### src/logic/alu_pkg.sv
package alu_pkg;

    localparam int NUM_LANES = 4;  // byte lanes across the 32-bit datapath
    localparam int LANE_BITS = 8;

    typedef enum logic [3:0] {
        OP_MOVE = 4'd0,
        OP_ADD  = 4'd1,
        OP_ADC  = 4'd2,  // add with carry flag
        OP_SUB  = 4'd3,
        OP_SBC  = 4'd4,  // subtract with carry flag as borrow
        OP_CP   = 4'd5,  // subtract for flags only
        OP_AND  = 4'd6,
        OP_OR   = 4'd7,
        OP_XOR  = 4'd8
    } alu_op_e;

    typedef enum logic [1:0] {
        W_BYTE = 2'd0,
        W_WORD = 2'd1,
        W_LONG = 2'd2
    } width_e;

    typedef struct packed {
        logic        valid;
        alu_op_e     op;
        width_e      width;
        logic        use_imm;  // take imm instead of op1 as source
        logic [31:0] op0;      // destination operand
        logic [31:0] op1;      // source operand
        logic [31:0] imm;
    } alu_req_t;

    typedef enum logic [2:0] {
        LF_ADD  = 3'd0,
        LF_SUB  = 3'd1,
        LF_AND  = 3'd2,
        LF_OR   = 3'd3,
        LF_XOR  = 3'd4,
        LF_PASS = 3'd5   // forwards b
    } lane_fn_e;

    typedef struct packed {
        logic [LANE_BITS-1:0] a;
        logic [LANE_BITS-1:0] b;
    } lane_in_t;

    typedef struct packed {
        logic [LANE_BITS-1:0] result;
        logic                 carry_out;  // borrow when subtracting
        logic                 half;       // out of the low nibble
    } lane_out_t;

    // same bit order as the CPU flag byte
    typedef struct packed {
        logic s;
        logic z;
        logic pad5;
        logic h;
        logic pad3;
        logic v;
        logic n;
        logic c;
    } flags_t;

    typedef struct packed {
        logic        valid;
        logic [31:0] dout;
        flags_t      flags;
    } alu_rsp_t;

endpackage

### src/logic/alu_core.sv
`timescale 1ns/10ps

module alu_core (
    input  logic              clk,
    input  logic              rst,
    input  alu_pkg::alu_req_t req,
    output alu_pkg::alu_rsp_t rsp
);
    import alu_pkg::*;

    lane_in_t  [NUM_LANES-1:0] lane_in;
    lane_out_t [NUM_LANES-1:0] lane_out;
    lane_fn_e                  lane_fn;
    logic      [NUM_LANES-1:0] lane_cin;  // ripple carry into each lane
    logic                      a_sign;
    logic                      b_sign;
    flags_t                    flags;

    operand_select i_operand_select (
        .req      (req),
        .flags    (flags),
        .lane_in  (lane_in),
        .lane_fn  (lane_fn),
        .carry_in (lane_cin[0]),
        .a_sign   (a_sign),
        .b_sign   (b_sign)
    );

    for (genvar i = 0; i < NUM_LANES; i++) begin : g_lane
        if (i > 0) begin : g_chain
            assign lane_cin[i] = lane_out[i-1].carry_out;
        end
        alu_lane i_alu_lane (
            .lane_in  (lane_in[i]),
            .lane_fn  (lane_fn),
            .carry_in (lane_cin[i]),
            .lane_out (lane_out[i])
        );
    end

    result_flags i_result_flags (
        .clk      (clk),
        .rst      (rst),
        .valid    (req.valid),
        .op       (req.op),
        .width    (req.width),
        .a_sign   (a_sign),
        .b_sign   (b_sign),
        .lane_out (lane_out),
        .flags    (flags),
        .rsp      (rsp)
    );

endmodule

### src/logic/alu_lane.sv
`timescale 1ns/10ps

module alu_lane (
    input  alu_pkg::lane_in_t  lane_in,
    input  alu_pkg::lane_fn_e  lane_fn,
    input  logic               carry_in,
    output alu_pkg::lane_out_t lane_out
);
    import alu_pkg::*;

    logic [4:0] lo_sum;  // low nibble with carry in bit 4
    logic [4:0] hi_sum;
    logic [4:0] lo_dif;  // bit 4 is the borrow
    logic [4:0] hi_dif;

    assign lo_sum = {1'b0, lane_in.a[3:0]} + {1'b0, lane_in.b[3:0]} + {4'd0, carry_in};
    assign hi_sum = {1'b0, lane_in.a[7:4]} + {1'b0, lane_in.b[7:4]} + {4'd0, lo_sum[4]};

    assign lo_dif = {1'b0, lane_in.a[3:0]} - {1'b0, lane_in.b[3:0]} - {4'd0, carry_in};
    assign hi_dif = {1'b0, lane_in.a[7:4]} - {1'b0, lane_in.b[7:4]} - {4'd0, lo_dif[4]};

    always_comb begin
        lane_out.carry_out = 1'b0;  // logic functions never carry
        lane_out.half      = 1'b0;
        unique case (lane_fn)
            LF_ADD: begin
                lane_out.result    = {hi_sum[3:0], lo_sum[3:0]};
                lane_out.carry_out = hi_sum[4];
                lane_out.half      = lo_sum[4];
            end
            LF_SUB: begin
                lane_out.result    = {hi_dif[3:0], lo_dif[3:0]};
                lane_out.carry_out = hi_dif[4];
                lane_out.half      = lo_dif[4];
            end
            LF_AND: begin
                lane_out.result = lane_in.a & lane_in.b;
            end
            LF_OR: begin
                lane_out.result = lane_in.a | lane_in.b;
            end
            LF_XOR: begin
                lane_out.result = lane_in.a ^ lane_in.b;
            end
            default: begin
                lane_out.result = lane_in.b;  // pass-through for move
            end
        endcase
    end

endmodule

### src/logic/operand_select.sv
`timescale 1ns/10ps

module operand_select (
    input  alu_pkg::alu_req_t                        req,
    input  alu_pkg::flags_t                          flags,
    output alu_pkg::lane_in_t [alu_pkg::NUM_LANES-1:0] lane_in,
    output alu_pkg::lane_fn_e                        lane_fn,
    output logic                                     carry_in,
    output logic                                     a_sign,
    output logic                                     b_sign
);
    import alu_pkg::*;

    logic [31:0] src;

    assign src = req.use_imm ? req.imm : req.op1;

    // both operands cut into bytes, lane 0 holds the low byte
    always_comb begin
        for (int i = 0; i < NUM_LANES; i++) begin
            lane_in[i].a = req.op0[i*LANE_BITS +: LANE_BITS];
            lane_in[i].b = src[i*LANE_BITS +: LANE_BITS];
        end
    end

    always_comb begin
        unique case (req.op)
            OP_ADD, OP_ADC:        lane_fn = LF_ADD;
            OP_SUB, OP_SBC, OP_CP: lane_fn = LF_SUB;  // compare is a subtract
            OP_AND:                lane_fn = LF_AND;
            OP_OR:                 lane_fn = LF_OR;
            OP_XOR:                lane_fn = LF_XOR;
            default:               lane_fn = LF_PASS; // move forwards src
        endcase
    end

    // C flag feeds lane 0 only for the carry forms
    assign carry_in = (req.op == OP_ADC || req.op == OP_SBC) ? flags.c : 1'b0;

    always_comb begin
        unique case (req.width)
            W_BYTE: begin
                a_sign = req.op0[7];
                b_sign = src[7];
            end
            W_WORD: begin
                a_sign = req.op0[15];
                b_sign = src[15];
            end
            default: begin
                a_sign = req.op0[31];
                b_sign = src[31];
            end
        endcase
    end

endmodule

### src/logic/result_flags.sv
`timescale 1ns/10ps

module result_flags (
    input  logic                                      clk,
    input  logic                                      rst,
    input  logic                                      valid,
    input  alu_pkg::alu_op_e                          op,
    input  alu_pkg::width_e                           width,
    input  logic                                      a_sign,
    input  logic                                      b_sign,
    input  alu_pkg::lane_out_t [alu_pkg::NUM_LANES-1:0] lane_out,
    output alu_pkg::flags_t                           flags,
    output alu_pkg::alu_rsp_t                         rsp
);
    import alu_pkg::*;

    logic [31:0] result;
    logic        res_sign;
    logic        res_zero;
    logic        res_carry;
    logic        res_even;   // even parity for logic ops
    logic        add_ovf;
    logic        sub_ovf;
    flags_t      flag_nx;
    flags_t      flag_q;
    logic [31:0] dout_q;
    logic        valid_q;

    always_comb begin
        for (int i = 0; i < NUM_LANES; i++) begin
            result[i*LANE_BITS +: LANE_BITS] = lane_out[i].result;
        end
    end

    always_comb begin
        unique case (width)
            W_BYTE: begin
                res_sign  = result[7];
                res_zero  = (result[7:0] == 8'd0);
                res_carry = lane_out[0].carry_out;
            end
            W_WORD: begin
                res_sign  = result[15];
                res_zero  = (result[15:0] == 16'd0);
                res_carry = lane_out[1].carry_out;
            end
            default: begin
                res_sign  = result[31];
                res_zero  = (result == 32'd0);
                res_carry = lane_out[3].carry_out;
            end
        endcase
    end

    assign res_even = (width == W_BYTE) ? ~^result[7:0] : ~^result[15:0];

    // signed overflow from operand and result signs
    assign add_ovf = (a_sign == b_sign) && (res_sign != a_sign);
    assign sub_ovf = (a_sign != b_sign) && (res_sign != a_sign);

    always_comb begin
        flag_nx = flag_q;  // move and unknown codes keep flags
        unique case (op)
            OP_ADD, OP_ADC, OP_SUB, OP_SBC, OP_CP: begin
                flag_nx.s = res_sign;
                flag_nx.z = res_zero;
                flag_nx.h = lane_out[0].half;
                flag_nx.v = (op == OP_ADD || op == OP_ADC) ? add_ovf : sub_ovf;
                flag_nx.n = !(op == OP_ADD || op == OP_ADC);
                flag_nx.c = res_carry;
            end
            OP_AND, OP_OR, OP_XOR: begin
                flag_nx.s = res_sign;
                flag_nx.z = res_zero;
                flag_nx.h = (op == OP_AND);
                flag_nx.v = res_even;
                flag_nx.n = 1'b0;
                flag_nx.c = 1'b0;
            end
            default: ;
        endcase
        flag_nx.pad5 = 1'b0;
        flag_nx.pad3 = 1'b0;
    end

    always_ff @(posedge clk or posedge rst) begin
        if (rst) begin
            valid_q <= 1'b0;
            dout_q  <= '0;
            flag_q  <= '0;
        end else begin
            valid_q <= valid;
            if (valid && op != OP_CP) begin
                dout_q <= result;  // compare leaves dout alone
            end
            if (valid) begin
                flag_q <= flag_nx;
            end
        end
    end

    assign flags = flag_q;  // back to operand_select for ADC/SBC
    assign rsp   = '{valid: valid_q, dout: dout_q, flags: flag_q};

endmodule

### config.mk
export PLATFORM = sky130hd
export DESIGN_NAME = alu_core
export DESIGN_NICKNAME = d
export VERILOG_FILES = /design/src/logic/alu_pkg.sv /design/src/logic/alu_core.sv /design/src/logic/alu_lane.sv /design/src/logic/operand_select.sv /design/src/logic/result_flags.sv
export SDC_FILE = /design/constraint.sdc
export NUM_CORES = 1
export LEC_CHECK = 0
export BUFFER_PORTS_ARGS = -buffer_cell sky130_fd_sc_hd__buf_2
export CORE_MARGIN = 2
export CORE_UTILIZATION = 26
export DETAILED_ROUTE_END_ITERATION = 6
export GPL_ROUTABILITY_DRIVEN = 0
export PLACE_DENSITY = 0.55
export SLEW_MARGIN = 20
export SYNTH_ARGS = -nofsm -noshare
export SYNTH_HDL_FRONTEND = slang
export SYNTH_SLANG_ARGS = --single-unit
### constraint.sdc
create_clock -name clk -period 27.6 [get_ports clk]
set_clock_uncertainty 0.05 [all_clocks]
set_input_delay 5.52 -clock clk [delete_from_list [all_inputs] [get_ports clk]]
set_output_delay 5.52 -clock clk [all_outputs]
set_load 0.03 [all_outputs]
# ---- Yosys cells after proc, flatten, opt, wreduce, memory -nomap -nowiden
# Memory sizes are Yosys's and may differ from the RTL's.
# Cells that the tools add are included.
dict set report totals {
  register_bits 39
  mem_count 1
  output_inout_bits 41
  mem_bits_ro 48
  inputBits 106
}
dict set report classes {
  eq_ne 17
  n_mux 19
  add_sub_neg 32
  n_bitwise 12
  n_reduce_logical 19
}
# name depth word_bits read_ports rd_ports_with_merged_regs write_ports line
set memory_table {}
lappend memory_table {{(name not given)} 16 3 1 0 0 operand_select.sv:27} ;# unique case (req.op)
# operator count
set ops {}
lappend ops {{$pmux W8 S5} 4}
lappend ops {{$add A4 B4 Y5} 8}
lappend ops {{$add A5 B1 Y5} 8}
lappend ops {{$sub A4 B4 Y5} 8}
lappend ops {{$sub A5 B1 Y5} 8}
lappend ops {{$and A8 B8 Y8} 4}
lappend ops {{$logic_not A32 Y1} 1}
lappend ops {{$mux W32} 1}
lappend ops {{$or A8 B8 Y8} 4}
lappend ops {{$xor A8 B8 Y8} 4}
lappend ops {{$eq A4 B3 Y1 const B} 4}
lappend ops {{$logic_not A16 Y1} 1}
lappend ops {{$pmux W2 S2} 4}
lappend ops {{$reduce_xnor A16 Y1} 1}
lappend ops {{$pmux W1 S2} 6}
lappend ops {{$eq A4 B2 Y1 const B} 2}
lappend ops {{$logic_not A8 Y1} 1}
lappend ops {{$reduce_or A8 Y1} 1}
lappend ops {{$reduce_xnor A8 Y1} 1}
lappend ops {{$eq A3 B2 Y1 const B} 2}
lappend ops {{$pmux W3 S2} 1}
lappend ops {{$reduce_or A5 Y1} 1}
lappend ops {{$eq A4 B1 Y1 const B} 1}
lappend ops {{$eq A4 B4 Y1 const B} 1}
lappend ops {{15 further kinds} 22}

# ---- Logic depth before layout (Yosys ltp)
dict set report logic_depth {
  depth_word 20
  ltp_mapped 59
  mapped_depth_nobuf 57
}

# ---- Modules after synthesis
# Synthesis repeated with hierarchy kept, for this count alone.
dict set report unflattened {
  hier_cells 985
  area_unflattened_um2 8192.9
}
# module cells_per_inst n_inst area_each_um2
set modules_own_cells {}
lappend modules_own_cells {result_flags 190 1 2001.9}
lappend modules_own_cells {{alu_lane at g_lane[0].i_alu_lane} 176 1 1408.9}
lappend modules_own_cells {{alu_lane at g_lane[2].i_alu_lane} 176 1 1363.8}
lappend modules_own_cells {{alu_lane at g_lane[1].i_alu_lane} 185 1 1347.5}
lappend modules_own_cells {{alu_lane at g_lane[3].i_alu_lane} 173 1 1300.0}
lappend modules_own_cells {operand_select 85 1 770.7}

# ---- Least setup slack after synthesis
# Ideal clock, no wire load.
dict set report synth_timing {
  path_kind {in2reg}
  startpoint {in req[96] in the netlist's numbering}
  endpoint {reg i_result_flags.flag_q (netlist bit i_result_flags.flags[6])}
  slack_ps 9978
  arrival_ps 17481
  path_stages 56
  path_cell_list {clkbuf_1 > clkbuf_1 > buf_2 > mux2_2 > inv_1 > fa_1 > fa_1 > o21ai_0 > nand2b_1 > xnor2_1 > fa_1 > fa_1 > nand2_1 > a21oi_1 > xnor2_1 > o22ai_1 > inv_1 > fa_1 > [... 20 more ...] > nor2_1 > xnor2_1 > o22a_1 > fa_1 > fa_1 > o21ai_0 > nand2b_1 > xnor2_1 > fa_1 > inv_1 > ha_1 > o21ai_0 > nand2_1 > xor2_1 > a221oi_2 > o211ai_1 > or4b_1 > o31ai_2}
}
dict set report synth_between {
  elab_chain_cells 16
  elab_cells_between_ends 56
}
# item line
set synth_lines {}
lappend synth_lines {{start: declaration} alu_core.sv:6} ;# input alu_pkg::alu_req_t req,
lappend synth_lines {{$mux W32 (*)} operand_select.sv:16} ;# assign src = req.use_imm ? req.imm : req.op1;
lappend synth_lines {{$sub A4 B4 Y5 or $add A4 B4 Y5 (tied branches)} {alu_lane.sv:19, alu_lane.sv:16}}
lappend synth_lines {{$sub A5 B1 Y5 or $add A5 B1 Y5 (tied branches)} {alu_lane.sv:19, alu_lane.sv:16}}
lappend synth_lines {{$sub A5 B1 Y5 or $add A5 B1 Y5 (tied branches)} {alu_lane.sv:20, alu_lane.sv:17}}
lappend synth_lines {{$pmux W2 S2} alu_lane.sv:25} ;# unique case (lane_fn)
lappend synth_lines {{$sub A5 B1 Y5 or $add A5 B1 Y5 (tied branches)} {alu_lane.sv:19, alu_lane.sv:16}}
lappend synth_lines {{$sub A5 B1 Y5 or $add A5 B1 Y5 (tied branches)} {alu_lane.sv:20, alu_lane.sv:17}}
lappend synth_lines {{$pmux W2 S2} alu_lane.sv:25}
lappend synth_lines {{$sub A5 B1 Y5 or $add A5 B1 Y5 (tied branches)} {alu_lane.sv:19, alu_lane.sv:16}}
lappend synth_lines {{$sub A5 B1 Y5 or $add A5 B1 Y5 (tied branches)} {alu_lane.sv:20, alu_lane.sv:17}}
lappend synth_lines {{$pmux W2 S2} alu_lane.sv:25}
lappend synth_lines {{$sub A5 B1 Y5 or $add A5 B1 Y5 (tied branches)} {alu_lane.sv:19, alu_lane.sv:16}}
lappend synth_lines {{$sub A5 B1 Y5 or $add A5 B1 Y5 (tied branches)} {alu_lane.sv:20, alu_lane.sv:17}}
lappend synth_lines {{$pmux W8 S5} alu_lane.sv:25}
lappend synth_lines {{$logic_not A32 Y1} result_flags.sv:49} ;# res_zero = (result == 32'd0);
lappend synth_lines {{$pmux W1 S2 (*)} result_flags.sv:36} ;# unique case (width)
lappend synth_lines {{end signal: assignment} result_flags.sv:97} ;# flag_q <= flag_nx;
lappend synth_lines {{end: declaration} result_flags.sv:25} ;# flags_t flag_q;
# Every way passes the cells marked *; elsewhere a longest branch is shown, timed or not.
# A chain may end at the register's enable or synchronous reset.

# ---- Worst setup path in the final report
dict set report layout_timing {
  startpoint {in req[99] in the netlist's numbering}
  endpoint {reg i_result_flags.flag_q (netlist bit i_result_flags.flags[6])}
}
dict set report layout_between {
  elab_chain_cells 17
  elab_cells_between_ends 45
}
# item line
set layout_lines {}
lappend layout_lines {{$eq A4 B2 Y1 or $eq A4 B3 Y1 (tied branches)} {operand_select.sv:38, result_flags.sv:63}}
lappend layout_lines {{$logic_or A1 B1 Y1} operand_select.sv:38} ;# assign carry_in = (req.op == OP_ADC || req.op == OP_SBC) ? flags.c : 1'b0;
lappend layout_lines {{$mux W1} operand_select.sv:38}
lappend layout_lines {{$sub A5 B1 Y5 or $add A5 B1 Y5 (tied branches)} {alu_lane.sv:19, alu_lane.sv:16}}
lappend layout_lines {{$sub A5 B1 Y5 or $add A5 B1 Y5 (tied branches)} {alu_lane.sv:20, alu_lane.sv:17}}
lappend layout_lines {{$pmux W2 S2} alu_lane.sv:25}
lappend layout_lines {{$sub A5 B1 Y5 or $add A5 B1 Y5 (tied branches)} {alu_lane.sv:19, alu_lane.sv:16}}
lappend layout_lines {{$sub A5 B1 Y5 or $add A5 B1 Y5 (tied branches)} {alu_lane.sv:20, alu_lane.sv:17}}
lappend layout_lines {{$pmux W2 S2} alu_lane.sv:25}
lappend layout_lines {{$sub A5 B1 Y5 or $add A5 B1 Y5 (tied branches)} {alu_lane.sv:19, alu_lane.sv:16}}
lappend layout_lines {{$sub A5 B1 Y5 or $add A5 B1 Y5 (tied branches)} {alu_lane.sv:20, alu_lane.sv:17}}
lappend layout_lines {{$pmux W2 S2} alu_lane.sv:25}
lappend layout_lines {{$sub A5 B1 Y5 or $add A5 B1 Y5 (tied branches)} {alu_lane.sv:19, alu_lane.sv:16}}
lappend layout_lines {{$sub A5 B1 Y5 or $add A5 B1 Y5 (tied branches)} {alu_lane.sv:20, alu_lane.sv:17}}
lappend layout_lines {{$pmux W8 S5} alu_lane.sv:25}
lappend layout_lines {{$logic_not A32 Y1} result_flags.sv:49}
lappend layout_lines {{$pmux W1 S2} result_flags.sv:36}
# Parallel ways exist; a longest one is shown, timed or not.

==> results.md <==
- The run finished with clean final reports.
- The number of global-route vias before repair was 6220.
- Across all hold checks on the routed design, the worst slack comes to 0.4245 ns.
- Synthesis produced a netlist whose cell count is 826.
- The first-pass iteration count of the detailed router is 5.
- For this configuration, the core starts out at a cell density of 0.2631.
- STA puts the critical path data required time at 27.76 ns.
- Power comes to 327.1 uW.
- The die height is 165.9 um.
- For this run, design rule violations remaining after detail routing come to 0.
- Counting flops with a built-in enable in the synthesized netlist gives 0.
- The initial antenna violation count came to 1.
- The die covers 27530 sq um.
- The fraction of registers with async set/reset is 1.000.
- The number of hold-slack violations in the final timing report is 0.
- The die is 165.9 um wide.
- The worst setup path is launched from a primary input.
- For this run, the leading register cell type out of synthesis is sky130_fd_sc_hd__dfrtp_1.
- In the final timing run, aggregate negative setup slack is 0 ns.
- The number of clock sinks seen by CTS is 39.
- The part of the cycle the worst path needs is 0.6598.
- The final number of setup-violating endpoints is 0.
- After routing the design area is 7985 sq um.
- Across the VDD grid, the largest voltage drop is 0.02217 mV.
- The number of buffers inserted to repair setup after CTS is 0.
- On the critical path, the stage with the largest delay is an instance of sky130_fd_sc_hd__or4b_1.
- Setup repair after global routing left no endpoint under its margin.
- The clock latency on the worst-skew pair is 0.28 ns.
- The data arrival at the endpoint of the critical path is 18.37 ns.
- The top cell family by delay on the critical path is adder cells.
- The routed design has 21640 um of wire.
- After synthesis, the netlist uses 62 different library cells.
- The area of the mapped netlist is 6818 sq um.
- The net total in the final layout is 1205.
- Global routing finished with a remaining overflow of 0.
- The worst setup slack for register-to-register paths is 15.03 ns.
- The delay of the slowest cell on the worst path is 0.55 ns.
- The class of the tightest hold or removal check is register to register.
- Prior to clock tree synthesis, the placed netlist has a worst setup slack of 9.173 ns.
- The first-pass GRT wire length is 34580 um.
- At the pin with the least slew margin, the transition time is 1.019 ns.
- The critical path contains buffers and inverters numbering 6 combined.
- The relative area change from synthesis to final layout is 17.12%.
- The worst setup path is of the primary input to register kind.
- The count of pins over their slew limit was 0.
- TritonCTS built the clock tree.
- Detailed placement ended at an HPWL of 16820 um.
- The worst-case clock buffer depth is 2.
- The relative slew slack is 0.3180.
- The I/O pin count is 147.
- The cell area after placement is 7844 sq um.
- For this run, the number of Yosys warnings is 0.
- Buffers placed on the I/O ports in this run total 144.
- The share of layout cells above drive strength 1 is 0.2034.
- The mean number of vias per cell is 4.939.
- The maximum number of pins on one net before global-route repair is 61.
- The cell occurring most often along the worst timing path is sky130_fd_sc_hd__fa_1.
- After clock tree synthesis, the clock-pin slew on the worst setup and hold paths is 0.06 ns.
- The number of antenna diodes in the final layout is 0.
- Excluding fillers, the count of instances in the completed layout stands at 1279.
- For this run, the total global-route usage over all layers was measured as 0.1567.
- The count of placed standard cells including taps is 1271.
- In this run the power density over the cells is 40.96 nW/um^2.
- The floorplan has 59 rows.
- The core region is 25910 sq um.
- The utilization after layout is 0.3082.
- The number of hold buffers added after CTS was 0.
- The violation count after the first detailed-routing iteration is 372.
- The maximum net fanout on the critical path is 11.
- Once detail routing completed, the nets flagged for antenna violations numbered 0.
- Dividing the detail-routed wire length by the instance count gives 16.92 um.
- The average instance in the mapped netlist occupies 8.254 sq um.
- Summed over all cells, the static leakage comes to 3.956 nW.
- Counting I/O delays and the setup requirement, the final critical path takes 18.21 ns.
- CTS placed an instance of sky130_fd_sc_hd__clkbuf_16 at the clock tree root.
- The worst setup path is captured at a register.
- The number of gates given a new drive strength after cts is 0.
- The number of clock buffers added by TritonCTS is 5.
- Once routing completed, OpenROAD measured the worst setup slack at 9.388 ns.
- The count of max-cap constraint violations is 0.
- For this block, the via count after detailed routing is 6317.
- For this run, the register share of the synthesized area comes to 0.1431.
- Counting flops and latches in the post-synthesis netlist gives 39.
- The number of H-tree branching levels is 2.
- Static timing analysis puts the maximum clock frequency at 54.91 MHz.
## worst reg2reg max path, delay by kind of cell, from the launching register on
family	cells	cell delay, ns
buffers and inverters	4	0.32
xor gates and xnor gates	8	1.11
AOI/OAI and AO/OA	14	2.73
DFF	1	0.40
and+or+nand+nor	10	1.50
adders and majority gates	16	6.38
## registers in the layout, indices dropped and copies added (netlist names)
name	cells
i_result_flags.dout_q	32
i_result_flags.valid_q	1
i_result_flags.flags	6
## per-layer routing
metal	vias up	wire length (um)	GRT usage
li1	3095	-	-
met1	2996	9892	0.2113
met2	211	10310	0.2713
met3	13	1162	0.02050
met4	2	261	0.02647
met5	-	7	0
## logic make-up after synthesis
family          Yosys count  synth area share
other cells               1         0.0005500
simple gates            163            0.1090
mux                      42           0.06643
fa+ha+maj               156            0.3215
buf+inv                 151           0.08956
compound gates          239            0.2248
xor+xnor                 35           0.04496
flops                    39            0.1431
## layout make-up
| cell class | instances | area, sq um |
|---|---|---|
| inverters | 107 | 401.6 |
| clock buffers | 6 | 128.9 |
| multi-input cells | 637 | 5259 |
| fillers | 2766 | 17930 |
| repair buffers | 153 | 788.3 |
| clock inverters | 2 | 12.51 |
| well taps | 335 | 419.2 |
| flip-flops and latches | 39 | 975.9 |
## placed cells by master, fill, tap and decap left out, types with 6 or more instances in the layout
cell,count
sky130_fd_sc_hd__buf_4,9
sky130_fd_sc_hd__nor2_1,44
sky130_fd_sc_hd__fa_1,32
sky130_fd_sc_hd__a21o_1,12
sky130_fd_sc_hd__o211ai_1,7
sky130_fd_sc_hd__inv_1,107
sky130_fd_sc_hd__ha_1,124
sky130_fd_sc_hd__mux2i_1,18
sky130_fd_sc_hd__o21ai_0,84
sky130_fd_sc_hd__a21oi_1,40
sky130_fd_sc_hd__nand2_1,66
sky130_fd_sc_hd__xnor2_1,19
sky130_fd_sc_hd__o22ai_1,17
sky130_fd_sc_hd__a22oi_1,9
sky130_fd_sc_hd__nor2b_1,6
sky130_fd_sc_hd__nand2b_1,7
sky130_fd_sc_hd__mux2_2,22
sky130_fd_sc_hd__a211oi_1,8
sky130_fd_sc_hd__xor2_1,16
sky130_fd_sc_hd__o2111ai_1,7
sky130_fd_sc_hd__nor3_1,13
sky130_fd_sc_hd__a221oi_1,16
sky130_fd_sc_hd__buf_2,144
sky130_fd_sc_hd__dfrtp_1,39
sky130_fd_sc_hd__o21a_1,7
## synth_stat cells (4+ instances only)
cell type                   instances  area (sq um)
sky130_fd_sc_hd__xnor2_1           19         166.4
sky130_fd_sc_hd__mux2_2            22         247.7
sky130_fd_sc_hd__clkbuf_1          21         78.83
sky130_fd_sc_hd__o211ai_1           7         52.55
sky130_fd_sc_hd__buf_4              5         37.54
sky130_fd_sc_hd__nand2b_1           7         43.79
sky130_fd_sc_hd__a22oi_1            9         67.56
sky130_fd_sc_hd__o21a_1             7         52.55
sky130_fd_sc_hd__nor2b_1            6         37.54
sky130_fd_sc_hd__inv_1            107         401.6
sky130_fd_sc_hd__dfrtp_1           39         975.9
sky130_fd_sc_hd__nand3_1            5         25.02
sky130_fd_sc_hd__nor2_1            45         168.9
sky130_fd_sc_hd__o221ai_1           4         35.03
sky130_fd_sc_hd__nor3_1            13         65.06
sky130_fd_sc_hd__fa_1              32         640.6
sky130_fd_sc_hd__a221oi_1          16         140.1
sky130_fd_sc_hd__a211oi_1           8         60.06
sky130_fd_sc_hd__mux2i_1           19         190.2
sky130_fd_sc_hd__a21o_1            12         90.09
sky130_fd_sc_hd__o21ai_0           84         420.4
sky130_fd_sc_hd__o2111ai_1          7         61.31
sky130_fd_sc_hd__ha_1             124          1551
sky130_fd_sc_hd__a21oi_1           40         200.2
sky130_fd_sc_hd__nand2_1           67         251.5
sky130_fd_sc_hd__buf_2             14         70.07
sky130_fd_sc_hd__xor2_1            16         140.1
sky130_fd_sc_hd__o22ai_1           17         106.4
## where the power goes
part | switching [mW] | internal, mW | leakage, nW
clock | 0.0239 | 0.0334 | 0.0669
sequential | 0.00513 | 0.0672 | 0.481
combinational | 0.121 | 0.0767 | 3.41
## worst paths after layout
path | startpoint | to | cells after the start
worst min register to register | i_result_flags.dout_q[5] | i_result_flags.dout_q[5] | 2
max in group asynchronous | rst | i_result_flags.dout_q[27] | 3
worst max register to register | i_result_flags.flags[0] | i_result_flags.flags[6] | 52
min in group asynchronous | rst | i_result_flags.dout_q[9] | 3
worst max-delay path | req[99] | i_result_flags.flags[6] | 56
worst min-delay path | i_result_flags.dout_q[5] | i_result_flags.dout_q[5] | 2
No activity file was read; power rests on OpenSTA's default activity.
